### config.mk
export PLATFORM = sky130hd
export DESIGN_NAME = sdram_mux_top
export DESIGN_NICKNAME = d
export VERILOG_FILES = /design/src/design/sdram_pkg.sv /design/src/design/slot_cache.sv /design/src/design/slot_arbiter.sv /design/src/design/sdram_mux_top.sv
export VERILOG_INCLUDE_DIRS = /design/src /design/src/design
export SDC_FILE = /design/constraint.sdc
export NUM_CORES = 1
export LEC_CHECK = 0
export ABC_CLOCK_PERIOD_IN_PS = 6600
export BUFFER_PORTS_ARGS = -buffer_cell sky130_fd_sc_hd__buf_2
export CAP_MARGIN = 10
export CORE_ASPECT_RATIO = 1.25
export CORE_MARGIN = 2
export CORE_UTILIZATION = 25
export DETAILED_ROUTE_END_ITERATION = 16
export GPL_TIMING_DRIVEN = 0
export PLACE_DENSITY = 0.48
export SLEW_MARGIN = 5
export SYNTH_ARGS = -nofsm -noshare
export SYNTH_HDL_FRONTEND = slang
export SYNTH_SLANG_ARGS = --single-unit
### constraint.sdc
create_clock -name VB -period 6.6 [get_ports VB]
set_clock_uncertainty 0.05 [all_clocks]
set_input_delay 0.66 -clock VB [delete_from_list [all_inputs] [get_ports VB]]
set_output_delay 0.66 -clock VB [all_outputs]
set_load 0.02 [all_outputs]
### src/design/sdram_consts.svh
//**********************************************************
// Address map, bank numbers and slot widths of the SDRAM
// multiplexer, included by the package, the RTL and the bench
//**********************************************************
`ifndef SDRAM_CONSTS_SVH
`define SDRAM_CONSTS_SVH

// SDRAM word address, write and read widths
`define SDRAM_AW 22
`define SDRAM_DW 16
`define SDRAM_RW 32

// Region base addresses, in SDRAM words
`define SOUND_OFFSET 22'h00_0000
`define ADPCM_OFFSET 22'h01_0000
`define RAM_OFFSET   22'h20_0000
`define VRAM_OFFSET  22'h30_0000
// Graphics sit alone in their bank
`define GFX_OFFSET   22'h00_0000

// Bank per client group
`define BANK_CPU 2'd1
`define BANK_GFX 2'd2
`define BANK_SND 2'd0

// Client address widths
`define ROM_AW   21
`define RAM_AW   17
`define GFX_AW   22
`define SND_AW   16
`define ADPCM_AW 18

// Slot indices, lower index wins arbitration
`define NSLOTS     5
`define SLOT_ROM   0
`define SLOT_RAM   1
`define SLOT_GFX   2
`define SLOT_ADPCM 3
`define SLOT_SND   4

`endif

### src/design/sdram_pkg.sv
//**********************************************************
// Data types shared by the SDRAM slot arbiter, the top level
// and the bench
//**********************************************************
`default_nettype none

`include "sdram_consts.svh"

package sdram_pkg;

    // Halfword and byte views of the data returned by the SDRAM
    typedef logic [`SDRAM_DW-1:0] half_t;
    typedef logic [7:0]           byte_t;
    typedef logic [`SDRAM_RW-1:0] gfx_word_t;

    // One 32-bit read word, decoded per slot width.
    // Lower half and bytes 0/1 belong to the addressed location
    typedef union packed {
        logic [1:0][`SDRAM_DW-1:0] halves;
        logic [3:0][7:0]           bytes;
    } sdram_word_t;

endpackage

`default_nettype wire

### src/design/slot_cache.sv
//**********************************************************
// One-entry cache of a client slot, it answers hits locally
// and holds a request to the arbiter until the fill arrives
//**********************************************************
`timescale 1ns/1ps
`default_nettype none

module slot_cache #(
    parameter int AW = 16,
    parameter int DW = 16
) (
    input  wire logic          VB,
    input  wire logic          arst_n,
    // Client side
    input  wire logic          cs,
    input  wire logic [AW-1:0] addr,
    input  wire logic          rnw,
    input  wire logic [DW-1:0] din,
    input  wire logic [1:0]    dsn,
    output logic      [DW-1:0] data,
    output logic               ok,
    // Arbiter side
    output logic               req,
    output logic      [AW-1:0] req_addr,
    input  wire logic          fill,
    input  wire logic [DW-1:0] fill_data
);

    logic          valid;
    logic          done;
    logic          req_rnw;
    logic [AW-1:0] tag;
    logic [DW-1:0] entry;
    logic [DW-1:0] merged;
    logic          tag_match;
    logic          served;
    logic          start;

    assign tag_match = (tag == addr);

    // Reads hit a valid entry, writes only the one just completed
    assign served = tag_match && (rnw ? valid : done);

    // New access only when idle and not in the fill cycle
    assign start = !req && cs && !served && !fill;

    assign data = entry;

    // Write data merged over the cached word, byte lanes active low
    always_comb begin
        merged = entry;
        for (int i = 0; i < DW / 8 && i < 2; i++) begin
            if (!dsn[i]) begin
                merged[i*8 +: 8] = din[i*8 +: 8];
            end
        end
    end

    always_ff @(posedge VB or negedge arst_n) begin
        if (!arst_n) begin
            req     <= 1'b0;
            req_rnw <= 1'b1;
            valid   <= 1'b0;
            done    <= 1'b0;
            ok      <= 1'b0;
        end else begin
            // A dropped cs still takes the fill but keeps ok low
            ok <= cs && (fill ? (addr == req_addr) : served);
            if (fill) begin
                req   <= 1'b0;
                done  <= !req_rnw;
                // Partial write over another address leaves unknown lanes
                valid <= req_rnw || (valid && tag == req_addr) || (dsn == 2'b00);
            end else begin
                if (start) begin
                    req     <= 1'b1;
                    req_rnw <= rnw;
                end
                if (!cs || !tag_match) begin
                    done <= 1'b0;
                end
            end
        end
    end

    always_ff @(posedge VB) begin
        if (start) begin
            req_addr <= addr;
        end
        if (fill) begin
            tag   <= req_addr;
            entry <= req_rnw ? fill_data : merged;
        end
    end

endmodule

`default_nettype wire

### src/design/slot_arbiter.sv
//**********************************************************
// Fixed-priority arbiter between the slot caches, issues one
// SDRAM access at a time and steers the read word back
//**********************************************************
`timescale 1ns/1ps
`default_nettype none

`include "sdram_consts.svh"

module slot_arbiter import sdram_pkg::*; (
    input  wire logic                   VB,
    input  wire logic                   arst_n,
    // Slot requests and addresses
    input  wire logic [`NSLOTS-1:0]     req,
    input  wire logic [`ROM_AW-1:0]     rom_addr,
    input  wire logic [`RAM_AW:0]       ram_addr,
    input  wire logic [`GFX_AW-1:0]     gfx_addr,
    input  wire logic [`ADPCM_AW-1:0]   adpcm_addr,
    input  wire logic [`SND_AW-1:0]     snd_addr,
    input  wire logic                   ram_rnw,
    input  wire half_t                  ram_din,
    input  wire logic [1:0]             ram_dsn,
    // Fill towards the winning slot
    output logic      [`NSLOTS-1:0]     fill,
    output half_t                       fill_half,
    output byte_t                       fill_byte,
    output gfx_word_t                   fill_gfx,
    // SDRAM side
    output logic                        sdram_req,
    output logic      [`SDRAM_AW-1:0]   sdram_addr,
    output logic      [1:0]             sdram_bank,
    output logic                        sdram_rnw,
    output logic      [1:0]             sdram_wrmask,
    output half_t                       data_write,
    input  wire logic                   sdram_ack,
    input  wire logic                   data_rdy,
    input  wire sdram_word_t            data_read
);

    localparam int IW = $clog2(`NSLOTS);

    typedef enum logic [1:0] {ST_IDLE, ST_REQ, ST_WAIT} state_t;

    state_t               state;
    logic [IW-1:0]        pick;
    logic [IW-1:0]        winner;
    logic                 byte_sel;
    logic [`SDRAM_AW-1:0] next_addr;
    logic [`SDRAM_AW-1:0] ram_base;
    logic [1:0]           next_bank;
    logic                 next_rnw;
    logic                 next_lane;
    logic                 launch;
    logic                 rd_done;

    // Lowest pending index wins
    always_comb begin
        pick = '0;
        for (int i = `NSLOTS - 1; i >= 0; i--) begin
            if (req[i]) begin
                pick = IW'(i);
            end
        end
    end

    // Top bit of the RAM slot address selects VRAM
    assign ram_base = ram_addr[`RAM_AW] ? `VRAM_OFFSET : `RAM_OFFSET;

    always_comb begin
        next_addr = {{(`SDRAM_AW-`ROM_AW){1'b0}}, rom_addr};
        next_bank = `BANK_CPU;
        next_rnw  = 1'b1;
        next_lane = 1'b0;
        case (pick)
            `SLOT_RAM: begin
                next_addr = ram_base + {{(`SDRAM_AW-`RAM_AW){1'b0}}, ram_addr[`RAM_AW-1:0]};
                next_bank = `BANK_SND;
                next_rnw  = ram_rnw;
            end
            `SLOT_GFX: begin
                next_addr = `GFX_OFFSET + gfx_addr;
                next_bank = `BANK_GFX;
            end
            // Byte clients address 16-bit words, bit 0 picks the lane
            `SLOT_ADPCM: begin
                next_addr = `ADPCM_OFFSET
                          + {{(`SDRAM_AW-`ADPCM_AW+1){1'b0}}, adpcm_addr[`ADPCM_AW-1:1]};
                next_bank = `BANK_SND;
                next_lane = adpcm_addr[0];
            end
            `SLOT_SND: begin
                next_addr = `SOUND_OFFSET
                          + {{(`SDRAM_AW-`SND_AW+1){1'b0}}, snd_addr[`SND_AW-1:1]};
                next_bank = `BANK_SND;
                next_lane = snd_addr[0];
            end
            default: ;
        endcase
    end

    assign launch  = (state == ST_IDLE) && (|req);
    assign rd_done = (state == ST_WAIT) && data_rdy;

    always_ff @(posedge VB or negedge arst_n) begin
        if (!arst_n) begin
            state     <= ST_IDLE;
            sdram_req <= 1'b0;
        end else begin
            case (state)
                ST_IDLE: begin
                    if (launch) begin
                        state     <= ST_REQ;
                        sdram_req <= 1'b1;
                    end
                end
                ST_REQ: begin
                    if (sdram_ack) begin
                        state     <= ST_WAIT;
                        sdram_req <= 1'b0;
                    end
                end
                ST_WAIT: begin
                    if (data_rdy) begin
                        state <= ST_IDLE;
                    end
                end
                default: state <= ST_IDLE;
            endcase
        end
    end

    // Request fields stay frozen until the next launch
    always_ff @(posedge VB) begin
        if (launch) begin
            winner       <= pick;
            byte_sel     <= next_lane;
            sdram_addr   <= next_addr;
            sdram_bank   <= next_bank;
            sdram_rnw    <= next_rnw;
            sdram_wrmask <= next_rnw ? 2'b00 : ram_dsn;
            data_write   <= ram_din;
        end
    end

    always_comb begin
        for (int i = 0; i < `NSLOTS; i++) begin
            fill[i] = rd_done && (winner == IW'(i));
        end
    end

    assign fill_half = data_read.halves[0];
    assign fill_byte = byte_sel ? data_read.bytes[1] : data_read.bytes[0];
    assign fill_gfx  = data_read;

endmodule

`default_nettype wire

### src/design/sdram_mux_top.sv
//**********************************************************
// SDRAM multiplexer top, five client slots with their caches
// sharing one SDRAM controller port through the arbiter
//**********************************************************
`timescale 1ns/1ps
`default_nettype none

`include "sdram_consts.svh"

module sdram_mux_top import sdram_pkg::*; (
    input  wire logic                   VB,
    input  wire logic                   arst_n,
    // Main program ROM
    input  wire logic                   rom_cs,
    input  wire logic [`ROM_AW-1:0]     rom_addr,
    output half_t                       rom_data,
    output logic                        rom_ok,
    // Work RAM and VRAM
    input  wire logic                   ram_sel,
    input  wire logic                   vram_sel,
    input  wire logic [`RAM_AW-1:0]     ram_addr,
    input  wire logic                   ram_rnw,
    input  wire half_t                  ram_din,
    input  wire logic [1:0]             ram_dsn,
    output half_t                       ram_data,
    output logic                        ram_ok,
    // Graphics ROM
    input  wire logic                   gfx_cs,
    input  wire logic [`GFX_AW-1:0]     gfx_addr,
    output gfx_word_t                   gfx_data,
    output logic                        gfx_ok,
    // ADPCM samples
    input  wire logic                   adpcm_cs,
    input  wire logic [`ADPCM_AW-1:0]   adpcm_addr,
    output byte_t                       adpcm_data,
    output logic                        adpcm_ok,
    // Sound program ROM
    input  wire logic                   snd_cs,
    input  wire logic [`SND_AW-1:0]     snd_addr,
    output byte_t                       snd_data,
    output logic                        snd_ok,
    // SDRAM controller
    output logic                        sdram_req,
    output logic      [`SDRAM_AW-1:0]   sdram_addr,
    output logic      [1:0]             sdram_bank,
    output logic                        sdram_rnw,
    output logic      [1:0]             sdram_wrmask,
    output half_t                       data_write,
    input  wire logic                   sdram_ack,
    input  wire logic                   data_rdy,
    input  wire sdram_word_t            data_read
);

    logic [`NSLOTS-1:0]   req;
    logic [`NSLOTS-1:0]   fill;
    logic [`ROM_AW-1:0]   rom_req_addr;
    logic [`RAM_AW:0]     ram_req_addr;
    logic [`GFX_AW-1:0]   gfx_req_addr;
    logic [`ADPCM_AW-1:0] adpcm_req_addr;
    logic [`SND_AW-1:0]   snd_req_addr;
    half_t                fill_half;
    byte_t                fill_byte;
    gfx_word_t            fill_gfx;
    logic                 ram_cs;

    assign ram_cs = ram_sel | vram_sel;

    slot_cache #(.AW(`ROM_AW), .DW(16)) u_rom (
        .VB(VB), .arst_n(arst_n),
        .cs(rom_cs), .addr(rom_addr), .rnw(1'b1), .din(16'd0), .dsn(2'b11),
        .data(rom_data), .ok(rom_ok),
        .req(req[`SLOT_ROM]), .req_addr(rom_req_addr),
        .fill(fill[`SLOT_ROM]), .fill_data(fill_half)
    );

    // VRAM select on top keeps the two regions apart in the cache
    slot_cache #(.AW(`RAM_AW + 1), .DW(16)) u_ram (
        .VB(VB), .arst_n(arst_n),
        .cs(ram_cs), .addr({vram_sel, ram_addr}), .rnw(ram_rnw),
        .din(ram_din), .dsn(ram_dsn),
        .data(ram_data), .ok(ram_ok),
        .req(req[`SLOT_RAM]), .req_addr(ram_req_addr),
        .fill(fill[`SLOT_RAM]), .fill_data(fill_half)
    );

    slot_cache #(.AW(`GFX_AW), .DW(32)) u_gfx (
        .VB(VB), .arst_n(arst_n),
        .cs(gfx_cs), .addr(gfx_addr), .rnw(1'b1), .din(32'd0), .dsn(2'b11),
        .data(gfx_data), .ok(gfx_ok),
        .req(req[`SLOT_GFX]), .req_addr(gfx_req_addr),
        .fill(fill[`SLOT_GFX]), .fill_data(fill_gfx)
    );

    slot_cache #(.AW(`ADPCM_AW), .DW(8)) u_adpcm (
        .VB(VB), .arst_n(arst_n),
        .cs(adpcm_cs), .addr(adpcm_addr), .rnw(1'b1), .din(8'd0), .dsn(2'b11),
        .data(adpcm_data), .ok(adpcm_ok),
        .req(req[`SLOT_ADPCM]), .req_addr(adpcm_req_addr),
        .fill(fill[`SLOT_ADPCM]), .fill_data(fill_byte)
    );

    slot_cache #(.AW(`SND_AW), .DW(8)) u_snd (
        .VB(VB), .arst_n(arst_n),
        .cs(snd_cs), .addr(snd_addr), .rnw(1'b1), .din(8'd0), .dsn(2'b11),
        .data(snd_data), .ok(snd_ok),
        .req(req[`SLOT_SND]), .req_addr(snd_req_addr),
        .fill(fill[`SLOT_SND]), .fill_data(fill_byte)
    );

    slot_arbiter u_arb (
        .VB(VB), .arst_n(arst_n),
        .req(req),
        .rom_addr(rom_req_addr), .ram_addr(ram_req_addr), .gfx_addr(gfx_req_addr),
        .adpcm_addr(adpcm_req_addr), .snd_addr(snd_req_addr),
        .ram_rnw(ram_rnw), .ram_din(ram_din), .ram_dsn(ram_dsn),
        .fill(fill), .fill_half(fill_half), .fill_byte(fill_byte), .fill_gfx(fill_gfx),
        .sdram_req(sdram_req), .sdram_addr(sdram_addr), .sdram_bank(sdram_bank),
        .sdram_rnw(sdram_rnw), .sdram_wrmask(sdram_wrmask), .data_write(data_write),
        .sdram_ack(sdram_ack), .data_rdy(data_rdy), .data_read(data_read)
    );

endmodule

`default_nettype wire

==> results.yml, run 1 <==
clock_tree:
  path_clk_slew_ns: 0.06
  cts_hold_buf: 0
  cts_buffers: 38
  clk_latency_ns: 0.55
  cts_tree: "built"
  ctsHtreeMaxLevel: 2
  post-cts-setup-buffers: 0
  cts_root_buffer: "clkbuf_16"
  cts_resized: 0
  clock_sinks: 337
  cts_buffer_depth: 3
yosys:
  synthAdderAreaFrac_pct: 0
  ys_ff_latch: 337
  synth_xor_area_share_pct: 13.39
  yosys_warnings: 0
  syn_nets: 971
  synth_simple_gate_area_share_pct: 5.948
  avgSynthCellArea_um2: 16.68
  ys_seq_area_share_pct: 73.63
  synth_compound_area_share_pct: 3.668
  synth_cell_types: 42
  synth.area.mux_share_pct: 2.151
  synth_cells: 816
  synth_top_family_by_area: "XOR/XNOR gates"
  syn_area_mm2: 0.01361
power:
  net-switching-power_mw: 1.488
  power_leakage_nw: 6.062
  power_frac_clock_pct: 39.3
  pwr-share-seq_pct: 46.9
  switching_share_pct: 26.09
  p_comb_share_pct: 13.8
  total_power_mw: 5.700
  internal_power_mw: 4.213
  max-vdd-ir-drop_mv: 0.1479
  power_density_mw_per_mm2: 326.8
grt:
  antenna_found_initial: 14
  grt_use_total_pct: 14.75
  grt_overflow: 0
  grt_pass1_vias: 8669
  grt_pass1_wl_um: 59470
  grt_max_degree: 38
min_path:
  holdCritPathClass: "primary input to async pin"
setup_path:
  rr_worst_depth: 3
  r2r_start: "u_arb.state[0]"
  crit_start: "u_arb.state[0]"
  crit_type: "register to register"
  critPathCaptureType: "register"
  critical_path_required_ns: 6.71
  crit_path_start_kind: "register"
  path_max_fanout: 8
  crit_arrival_ns: 3.11
detailed_routing:
  vias: 8282
  drc: 0
  vias_per_cell: 4.325
  routedWlPerCell_um: 21.85
  ant_nets: 0
  finalWirelength_um: 41850
  drtPass1Iterations: 8
  drt_first_iter_violations: 595
cells_and_area:
  drive_gt1_share_pct: 33.81
  fillers: 5356
  area_growth_pct: 28.17
  nets: 1306
sta:
  setup_viol: 0
  tightest_slew_ns: 1.132
  setup_ws_ns: 3.593
  min_period_over_period_pct: 45.56
  clock.fmax_ghz: 0.3326
  final-hold-violation-count: 0
  tns_ns: 0
  rsz0062_at_grt: "false"
  slew_headroom_pct: 24.53
  fin_crit_ns: 3.007
  finalMaxSlewViolations: 0
placed_design:
  gp_congestion: 0.8031
  io_buffers: 283
  dp_slack_ns: 3.485
  hpwl_um: 32360
floorplanning:
  die_area_mm2: 0.05633
  initial_core_util_pct: 25.27
  io_pins: 284
  die_w_um: 212.7
  row_count: 95
  core_mm2: 0.05385
  die_h_um: 264.9
run:
  cap_violations: 0
run_status:
  status: "completed"
## Yosys cell counts
cell type,number,area share (%)
edfxtp_1,317,70
xnor2_1,142,9.1
xor2_1,66,4.2
nand4_1,41,1.9
mux2_2,26,2.2
nand2_1,24,0.66
nor2_1,22,0.61
nor4_1,22,1.0
a222oi_1,19,1.4
dfrtp_1,19,3.5
a31oi_1,17,0.78
inv_1,17,0.47
nor3_1,11,0.40
a21oi_1,9,0.33
clkbuf_1,8,0.22
nand2b_1,7,0.32
buf_6,6,0.50
nand3_1,6,0.22
a22o_1,5,0.32
o21ai_0,4,0.15
a31o_2,2,0.13
a41oi_1,2,0.13
nor2_2,2,0.092
nor2b_1,2,0.092
nor3b_1,2,0.11
or3_1,2,0.092
a21o_1,1,0.055
a311o_1,1,0.074
a32o_1,1,0.074
and2_1,1,0.046
and3_4,1,0.083
and4_1,1,0.064
and4b_1,1,0.074
dfstp_2,1,0.19
inv_2,1,0.028
nand3b_1,1,0.055
nor3_2,1,0.074
o211ai_1,1,0.055
o21a_1,1,0.055
o31ai_1,1,0.055
o41ai_1,1,0.064
or4_1,1,0.055
## metal layers
layer	up-vias	global-route usage [%]	wire length, um
li1	3819	-	-
met1	4077	16.95	16610
met2	283	24.96	20490
met3	89	4.194	2774
met4	14	7.409	1893
met5	-	0	81
## state kept, by name, summed over array words and instances, names as in the netlist, 2 cells and up
register            cells
u_ram.tag              18
u_arb.sdram_addr       22
u_arb.sdram_bank        2
u_arb.data_write       16
u_gfx.tag              22
u_arb.state             2
u_adpcm.req_addr       18
u_adpcm.data            8
u_ram.data             16
u_arb.winner            3
u_ram.req_addr         18
u_snd.data              8
u_gfx.req_addr         22
u_arb.sdram_wrmask      2
u_snd.tag              16
u_gfx.data             32
u_rom.tag              21
u_snd.req_addr         16
u_rom.req_addr         21
u_rom.data             16
u_adpcm.tag            18
## critical path: stages, from the launching register on
cell and delay, ns:
dfrtp_1 0.44, nor3b_1 0.70, nand3_1 0.44, a21oi_1 0.98
## cell families (layout without fill, tap and decap cells)
logic type	after synthesis	count (layout)
multiplexers	26	26
buffers and inverters	32	396
other	0	8
flip-flops	337	337
AO/OA/AOI/OAI	65	65
AND/OR/NAND/NOR	148	148
XOR/XNOR	208	208
## final timing paths
path | to | slack, ns
worst min register to register | u_adpcm.valid | 0.42
worst min-delay path | u_ram.ok | 0.06
worst max register to register | u_ram.data[13] | 3.59
min in group VB | u_gfx.data[17] | 0.24
max in group asynchronous | u_rom.ok | 6.00
worst max-delay path | u_ram.data[13] | 3.59
## through the flow
| step | hold slack, ns | std cells | instance area, um^2 | util, % |
|---|---|---|---|---|
| 6_report | 0.06420 | 1915 | 17440 | 32.39 |
| 5_1_grt | 0.08113 | 1909 | 17430 | 32.37 |
| 4_1_cts | 0.07357 | 1907 | 17420 | 32.36 |
| 3_5_place_dp | 0.4038 | 1838 | 16120 | 29.94 |
| 3_3_place_gp | 0.3999 | 1826 | 15940 | 29.59 |
| 2_1_floorplan | 0.3144 | 816 | 13610 | - |
## power by group through the flow
stage | clock [mW] | sequential, mW | combinational [mW]
6_report | 2.24 | 2.67 | 0.785
3_3_place_gp | 0 | 2.74 | 0.770
3_5_place_dp | 0 | 2.72 | 0.807
4_1_cts | 2.32 | 2.68 | 0.809
2_1_floorplan | 0 | 2.84 | 0.295
5_1_grt | 2.40 | 2.70 | 0.858
## cells in the final DEF (no fill, tap or decap), drive strengths merged, types with 7 or more instances in the layout
cell | Yosys | routed
clkinv | 0 | 9
inv | 18 | 21
xor2 | 66 | 66
clkbuf | 8 | 58
mux2 | 26 | 26
a222oi | 19 | 19
buf | 6 | 301
diode | 0 | 8
a31oi | 17 | 17
dfrtp | 19 | 19
nand2b | 7 | 7
edfxtp | 317 | 317
xnor2 | 142 | 142
nor2 | 24 | 24
nor3 | 12 | 12
nor4 | 22 | 22
nand2 | 24 | 24
nand4 | 41 | 41
a21oi | 9 | 9
## final cells by class
cell class              instances  area [um^2]  area share [%]
diodes                          8        20.02          0.1148
repair buffers                295         1579           9.052
clock buffers                  50         1047           6.004
multi-input cells             447         3446           19.75
flip-flops and latches        337        10020           57.45
well taps                     727        909.6           5.215
plain buffers                  14        97.59          0.5595
clock inverters                19        255.2           1.463
inverters                      18        67.56          0.3873
Note: power is estimated with default switching activity, not from simulation.
==> inputs of run 2 (changes only) <==
Settings changed: ABC_CLOCK_PERIOD_IN_PS 6600 to 2600, PLACE_DENSITY 0.48 to 0.49.
Clock period 6.6 ns to 2.6 ns, I/O delays scaled along.
==> run 2 against run 1 <==
The flow now finishes with violations (setup timing). Via count grew 6.8%. Largest cell class unchanged. Sequential cell count is the same. Sequential power grew to 2.6 times the previous value. Final cell count increased by 7.7%. Largest power group unchanged. Fmax rose by 14%.
==> results.yml, run 2 (synthesis gave the netlist of run 1 again) <==
placed_design:
  gp_congestion: 0.8100
  io_buffers: 283
  dp.cells: 1834
  hpwl_um: 31910
power:
  pwr-share-seq_pct: 47.1
  power_leakage_nw: 6.650
  p_comb_share_pct: 15.2
  total_power_mw: 14.46
  internal_power_mw: 10.60
  power_frac_clock_pct: 37.7
  max-vdd-ir-drop_mv: 0.3851
  switching_share_pct: 26.65
  net-switching-power_mw: 3.854
  power_density_mw_per_mm2: 764.7
sta:
  slew_headroom_pct: 36.64
  fin_crit_ns: 2.627
  min_period_over_period_pct: 101.0
  finalMaxSlewViolations: 0
  holdWs_ns: 0.01747
  rsz0062_at_grt: "false"
  setup_viol: 1
  setup_ws_ns: -0.02714
  tns_ns: -0.02714
  tightest_slew_ns: 0.9505
  clock.fmax_ghz: 0.3806
  final-hold-violation-count: 0
setup_path:
  path_max_fanout: 10
  critPathCaptureType: "register"
  crit_path_max_incr_delay_ns: 0.87
  critPathBufInv: 2
  crit_family: "compound AO/OA/AOI/OAI gates"
  r2r_start: "u_ram.req"
  crit_arrival_ns: 2.83
  rr_worst_depth: 5
  critical_path_required_ns: 2.80
  path_cells: "inv_1 > nor2_2 > clkbuf_1 > a222oi_1 > a31oi_1"
  crit_type: "register to register"
  cp_slowest_cell: "a222oi_1"
  crit_path_start_kind: "register"
  ff2ff_setup_slack_ns: -0.03
  reg2reg_to: "u_arb.sdram_addr[9]"
floorplanning:
  die_w_um: 212.7
  io_pins: 284
  die_h_um: 264.9
  row_count: 95
  core_mm2: 0.05385
  initial_core_util_pct: 25.27
  die_area_mm2: 0.05633
clock_tree:
  clock_sinks: 337
  clk_latency_ns: 0.55
  cts_buffer_depth: 3
  cts_root_buffer: "clkbuf_16"
  ctsHtreeMaxLevel: 2
  cts_buffers: 38
  cts_tree: "built"
  path_clk_slew_ns: 0.06
cells_and_area:
  nets: 1459
  largest_reg_flops: 32
  regArea_mm2: 0.01002
  multi_input_area_mm2: 0.003497
  fillers: 5223
  drive_gt1_share_pct: 30.23
  final_common_cell: "edfxtp_1"
  final_core_util_pct: 35.12
  finalNonFillerCells: 2062
  area_growth_pct: 38.94
  layout_common_cells: "317 x edfxtp_1, 283 x buf_2, 150 x dlygate4sd3_1, 142 x xnor2_1, 66 x xor2_1"
detailed_routing:
  finalWirelength_um: 42910
  routedWlPerCell_um: 20.81
  vias_per_cell: 4.291
  drc: 0
  ant_nets: 0
  drt_first_iter_violations: 667
  drtPass1Iterations: 5
  vias: 8848
run_status:
  status: "complete, but fails checks"
  violations: "setup timing"
grt:
  grt_overflow: 0
  grt_use_total_pct: 14.95
  grt_pass1_vias: 9346
  antenna_found_initial: 3
  grt_pass1_wl_um: 60780
  grt_max_degree: 35
min_path:
  min_delay_path_depth: 3
  hold_path_end: "u_adpcm.ok"
  worstHoldStart: "adpcm_cs"
  holdCritPathClass: "primary input to register"
run:
  cap_violations: 0
run 2: changes by cell type in the layout (fill, tap and decap cells not counted), moves of 2 or more:
cell / change
clkbuf_8: -2
buf_4: +2
nor3_4: +2
diode_2: -6
clkbuf_1: +4
bufinv_16: -2
dlygate4sd3_1: +150
run 2: metrics by stage:
stage / cell area, um^2 / setup WS [ns]
after global routing: 18910 / 0.01228
final: 18910 / -0.02714
after detailed placement: 16100 / -0.4906
after CTS: 18890 / 0.05697
after global placement: 15980 / -1.300
after floorplan: 13650 / -0.1833
run 2: final cells by class:
cell class / count / area share, %
tap: 727 / 4.811
timing repair inverter: 1 / 0.02647
antenna: 2 / 0.02647
multi-input combinational: 448 / 18.50
clock inverter: 16 / 0.9926
buffer: 14 / 0.5228
sequential: 337 / 53.00
timing repair buffer: 446 / 16.25
clock buffer: 53 / 5.492
inverter: 18 / 0.3904
run 2: how the worst max path moves through the flow:
stage                                 endpoint  cells after the start           start  slack [ns]
final                      u_arb.sdram_addr[9]                      5       u_ram.req       -0.03
after global routing      u_arb.sdram_addr[15]                      5       u_gfx.req        0.01
after CTS                  u_arb.sdram_addr[9]                      5       u_gfx.req        0.06
after detailed placement    u_gfx.req_addr[12]                      4  u_arb.state[1]       -0.49
after global placement      u_gfx.req_addr[19]                      4  u_arb.state[1]       -1.30
after floorplan              u_gfx.req_addr[0]                      4  u_arb.state[1]       -0.18
run 2: what timing repair did:
item	4_1_cts	5_1_grt
hold buffers	150	0
setup endpoints to repair	31	33
cloned	1	1
resized for setup	3	3
endpoints found under the hold margin	202	0
buffers inserted	5	0
pin swaps	2	0
run 2: power by group through the flow:
stage / Clock [mW] / Combinational, mW / Sequential (mW)
after floorplan: 0 / 0.761 / 7.22
after global placement: 0 / 1.97 / 6.95
after detailed placement: 0 / 2.05 / 6.93
after CTS: 5.60 / 2.25 / 6.81
after global routing: 5.79 / 2.38 / 6.84
final: 5.45 / 2.20 / 6.81
run 2: routing by layer:
layer / GRT usage [%] / vias up / routed length, um
met3: 3.128 / 88 / 2505
met4: 7.995 / 2 / 2253
met2: 25.74 / 334 / 21160
met1: 17.33 / 4320 / 16980
met5: 0 / - / 13
li1: - / 4104 / -
run 2: worst register-to-register path: cells and delay by family, from the launching register on:
family                 cells  cell delay (ns)
buffers and inverters      2             0.56
and+or+nand+nor            1             0.14
DFF                        1             0.49
AOI/OAI and AO/OA          2             1.09
==> inputs of run 3 (changes only) <==
Settings changed: GPL_TIMING_DRIVEN 0 to default, PLACE_DENSITY 0.49 to default.
==> run 3 against run 2 <==
The flow now finishes without violations. Clock power decreased by 8.4%. Via count rose by 0.83%. Sequential power rose by 0.7%. Sequential cell count unchanged. Register-to-register slack improved by 0.24 ns. Sequential share of layout area is 0.47 points higher. Global-route usage is 0.23 points lower. Critical path type unchanged. Largest cell class unchanged. Total power down 3.4%.
==> results.yml, run 3 (synthesis gave the netlist of run 1 again) <==
clock_tree:
  cts_buffers: 35
  clock_sinks: 337
  ctsHtreeMaxLevel: 2
  cts_root_buffer: "clkbuf_16"
  post-cts-setup-buffers: 0
  cts_tree: "built"
  cts_buffer_depth: 3
  clk_latency_ns: 0.53
  path_clk_slew_ns: 0.06
  cts_resized: 0
cells_and_area:
  finalNonFillerCells: 2057
  area_growth_pct: 37.72
  drive_gt1_share_pct: 30.11
  nets: 1455
  final_core_util_pct: 34.81
  final_common_cell: "edfxtp_1"
  largest_reg_flops: 32
  layout_common_cells: "317 x edfxtp_1, 283 x buf_2, 152 x dlygate4sd3_1, 142 x xnor2_1, 66 x xor2_1"
  fillers: 5188
setup_path:
  path_max_fanout: 55
  crit_path_start_kind: "register"
  critPathCaptureType: "register"
  crit_type: "register to register"
  critPathBufInv: 2
  crit_family: "buffers and inverters"
  crit_arrival_ns: 2.48
  path_cells: "nor3b_4 > nand4_1 > clkinvlp_4 > buf_4"
  crit_path_max_incr_delay_ns: 0.64
  cp_slowest_cell: "buf_4"
  critical_path_required_ns: 2.70
sta:
  clock.fmax_ghz: 0.4193
  setup_viol: 0
  slew_headroom_pct: 28.73
  fin_crit_ns: 2.385
  final-hold-violation-count: 0
  rsz0062_at_grt: "false"
  min_period_over_period_pct: 91.74
  tightest_slew_ns: 1.066
  finalMaxSlewViolations: 0
grt:
  grt_max_degree: 56
  grt_use_total_pct: 14.72
  grt_pass1_wl_um: 60130
  grt_overflow: 0
  antenna_found_initial: 9
  grt_pass1_vias: 9336
placed_design:
  gp_congestion: 0.8755
  io_buffers: 283
  hpwl_um: 32010
  dp.cells: 1838
floorplanning:
  die_w_um: 212.7
  die_area_mm2: 0.05633
  core_mm2: 0.05385
  row_count: 95
  io_pins: 284
  initial_core_util_pct: 25.27
  die_h_um: 264.9
power:
  max-vdd-ir-drop_mv: 0.3607
  power_density_mw_per_mm2: 745.2
  power_leakage_nw: 6.610
detailed_routing:
  ant_nets: 0
  drt_first_iter_violations: 683
  drc: 0
  vias_per_cell: 4.337
  drtPass1Iterations: 7
  vias: 8921
  finalWirelength_um: 42380
  routedWlPerCell_um: 20.60
min_path:
  holdCritPathClass: "primary input to register"
run:
  cap_violations: 0
run_status:
  status: "completed"
==> run 3: cell count changes in the layout (fill, tap and decap cells not counted), sizes merged, moves of 2 or more <==
cell / previous run / this run
inv: 19 / 16
buf: 302 / 309
diode: 2 / 5
clkbuf: 61 / 41
clkinv: 9 / 18
dlygate4sd3: 150 / 152
==> run 3: path summary, 6_finish.rpt <==
check,startpoint,end,slack (ns),depth (start not counted)
hold reg to reg,u_gfx.valid,u_gfx.valid,0.43,1
hold / removal,ram_dsn[1],u_arb.sdram_wrmask[1],0.04,3
min in group asynchronous,arst_n,u_ram.ok,0.22,2
setup / recovery,u_arb.state[0],u_gfx.data[21],0.21,4
max in group asynchronous,arst_n,u_rom.ok,1.87,2
setup reg to reg,u_arb.state[0],u_gfx.data[21],0.21,4
==> run 3: metal layers <==
| metal | vias up | global-route usage, % | wire, um |
|---|---|---|---|
| met2 | 354 | 26.85 | 21550 |
| met5 | - | 0 | 47 |
| met4 | 8 | 7.371 | 2162 |
| met1 | 4372 | 16.12 | 16310 |
| li1 | 4098 | - | - |
| met3 | 89 | 2.820 | 2307 |
==> run 3: area by class of cell <==
type                    count  area (um^2)  area share, %
multi-input cells         447         3477          18.55
diodes                      5        12.51        0.06676
repair buffers            461         3133          16.72
well taps                 727        909.6          4.853
clock inverters            21        177.7         0.9479
clock buffers              41        940.9          5.020
inverters                  18        71.32         0.3805
flip-flops and latches    337        10020          53.46
==> run 3: per-stage QoR <==
stage | worst slack, ns | hold slack, ns | setup TNS [ns] | area, um^2 | power (mW)
final | 0.2148 | 0.03801 | 0 | 18740 | 13.97
after CTS | 0.1910 | 0.007445 | 0 | 18730 | 14.15
after global routing | 0.1255 | 0.08497 | 0 | 18740 | 14.50
after detailed placement | 0.2125 | 0.2473 | 0 | 16090 | 8.916
after floorplan | -0.1833 | -0.08559 | -4.032 | 13650 | 7.977
after global placement | 0.2871 | 0.2441 | 0 | 16090 | 8.885
==> run 3: what timing repair did <==
item / in CTS / in global routing
setup endpoints to repair: 0 / 0
endpoints found under the hold margin: 201 / 0
hold buffers: 152 / 0
==> run 3: where the power goes <==
group | switching, mW | internal [mW] | leakage (nW)
Combinational | 1.30 | 0.816 | 2.95
Clock | 2.11 | 2.89 | 0.547
Sequential | 0.296 | 6.56 | 3.11
==> run 3: worst register-to-register path: stages, from the launching register on <==
cell        delay (ns)
dfrtp_1           0.46
nor3b_4           0.31
nand4_1           0.29
clkinvlp_4        0.20
buf_4             0.64
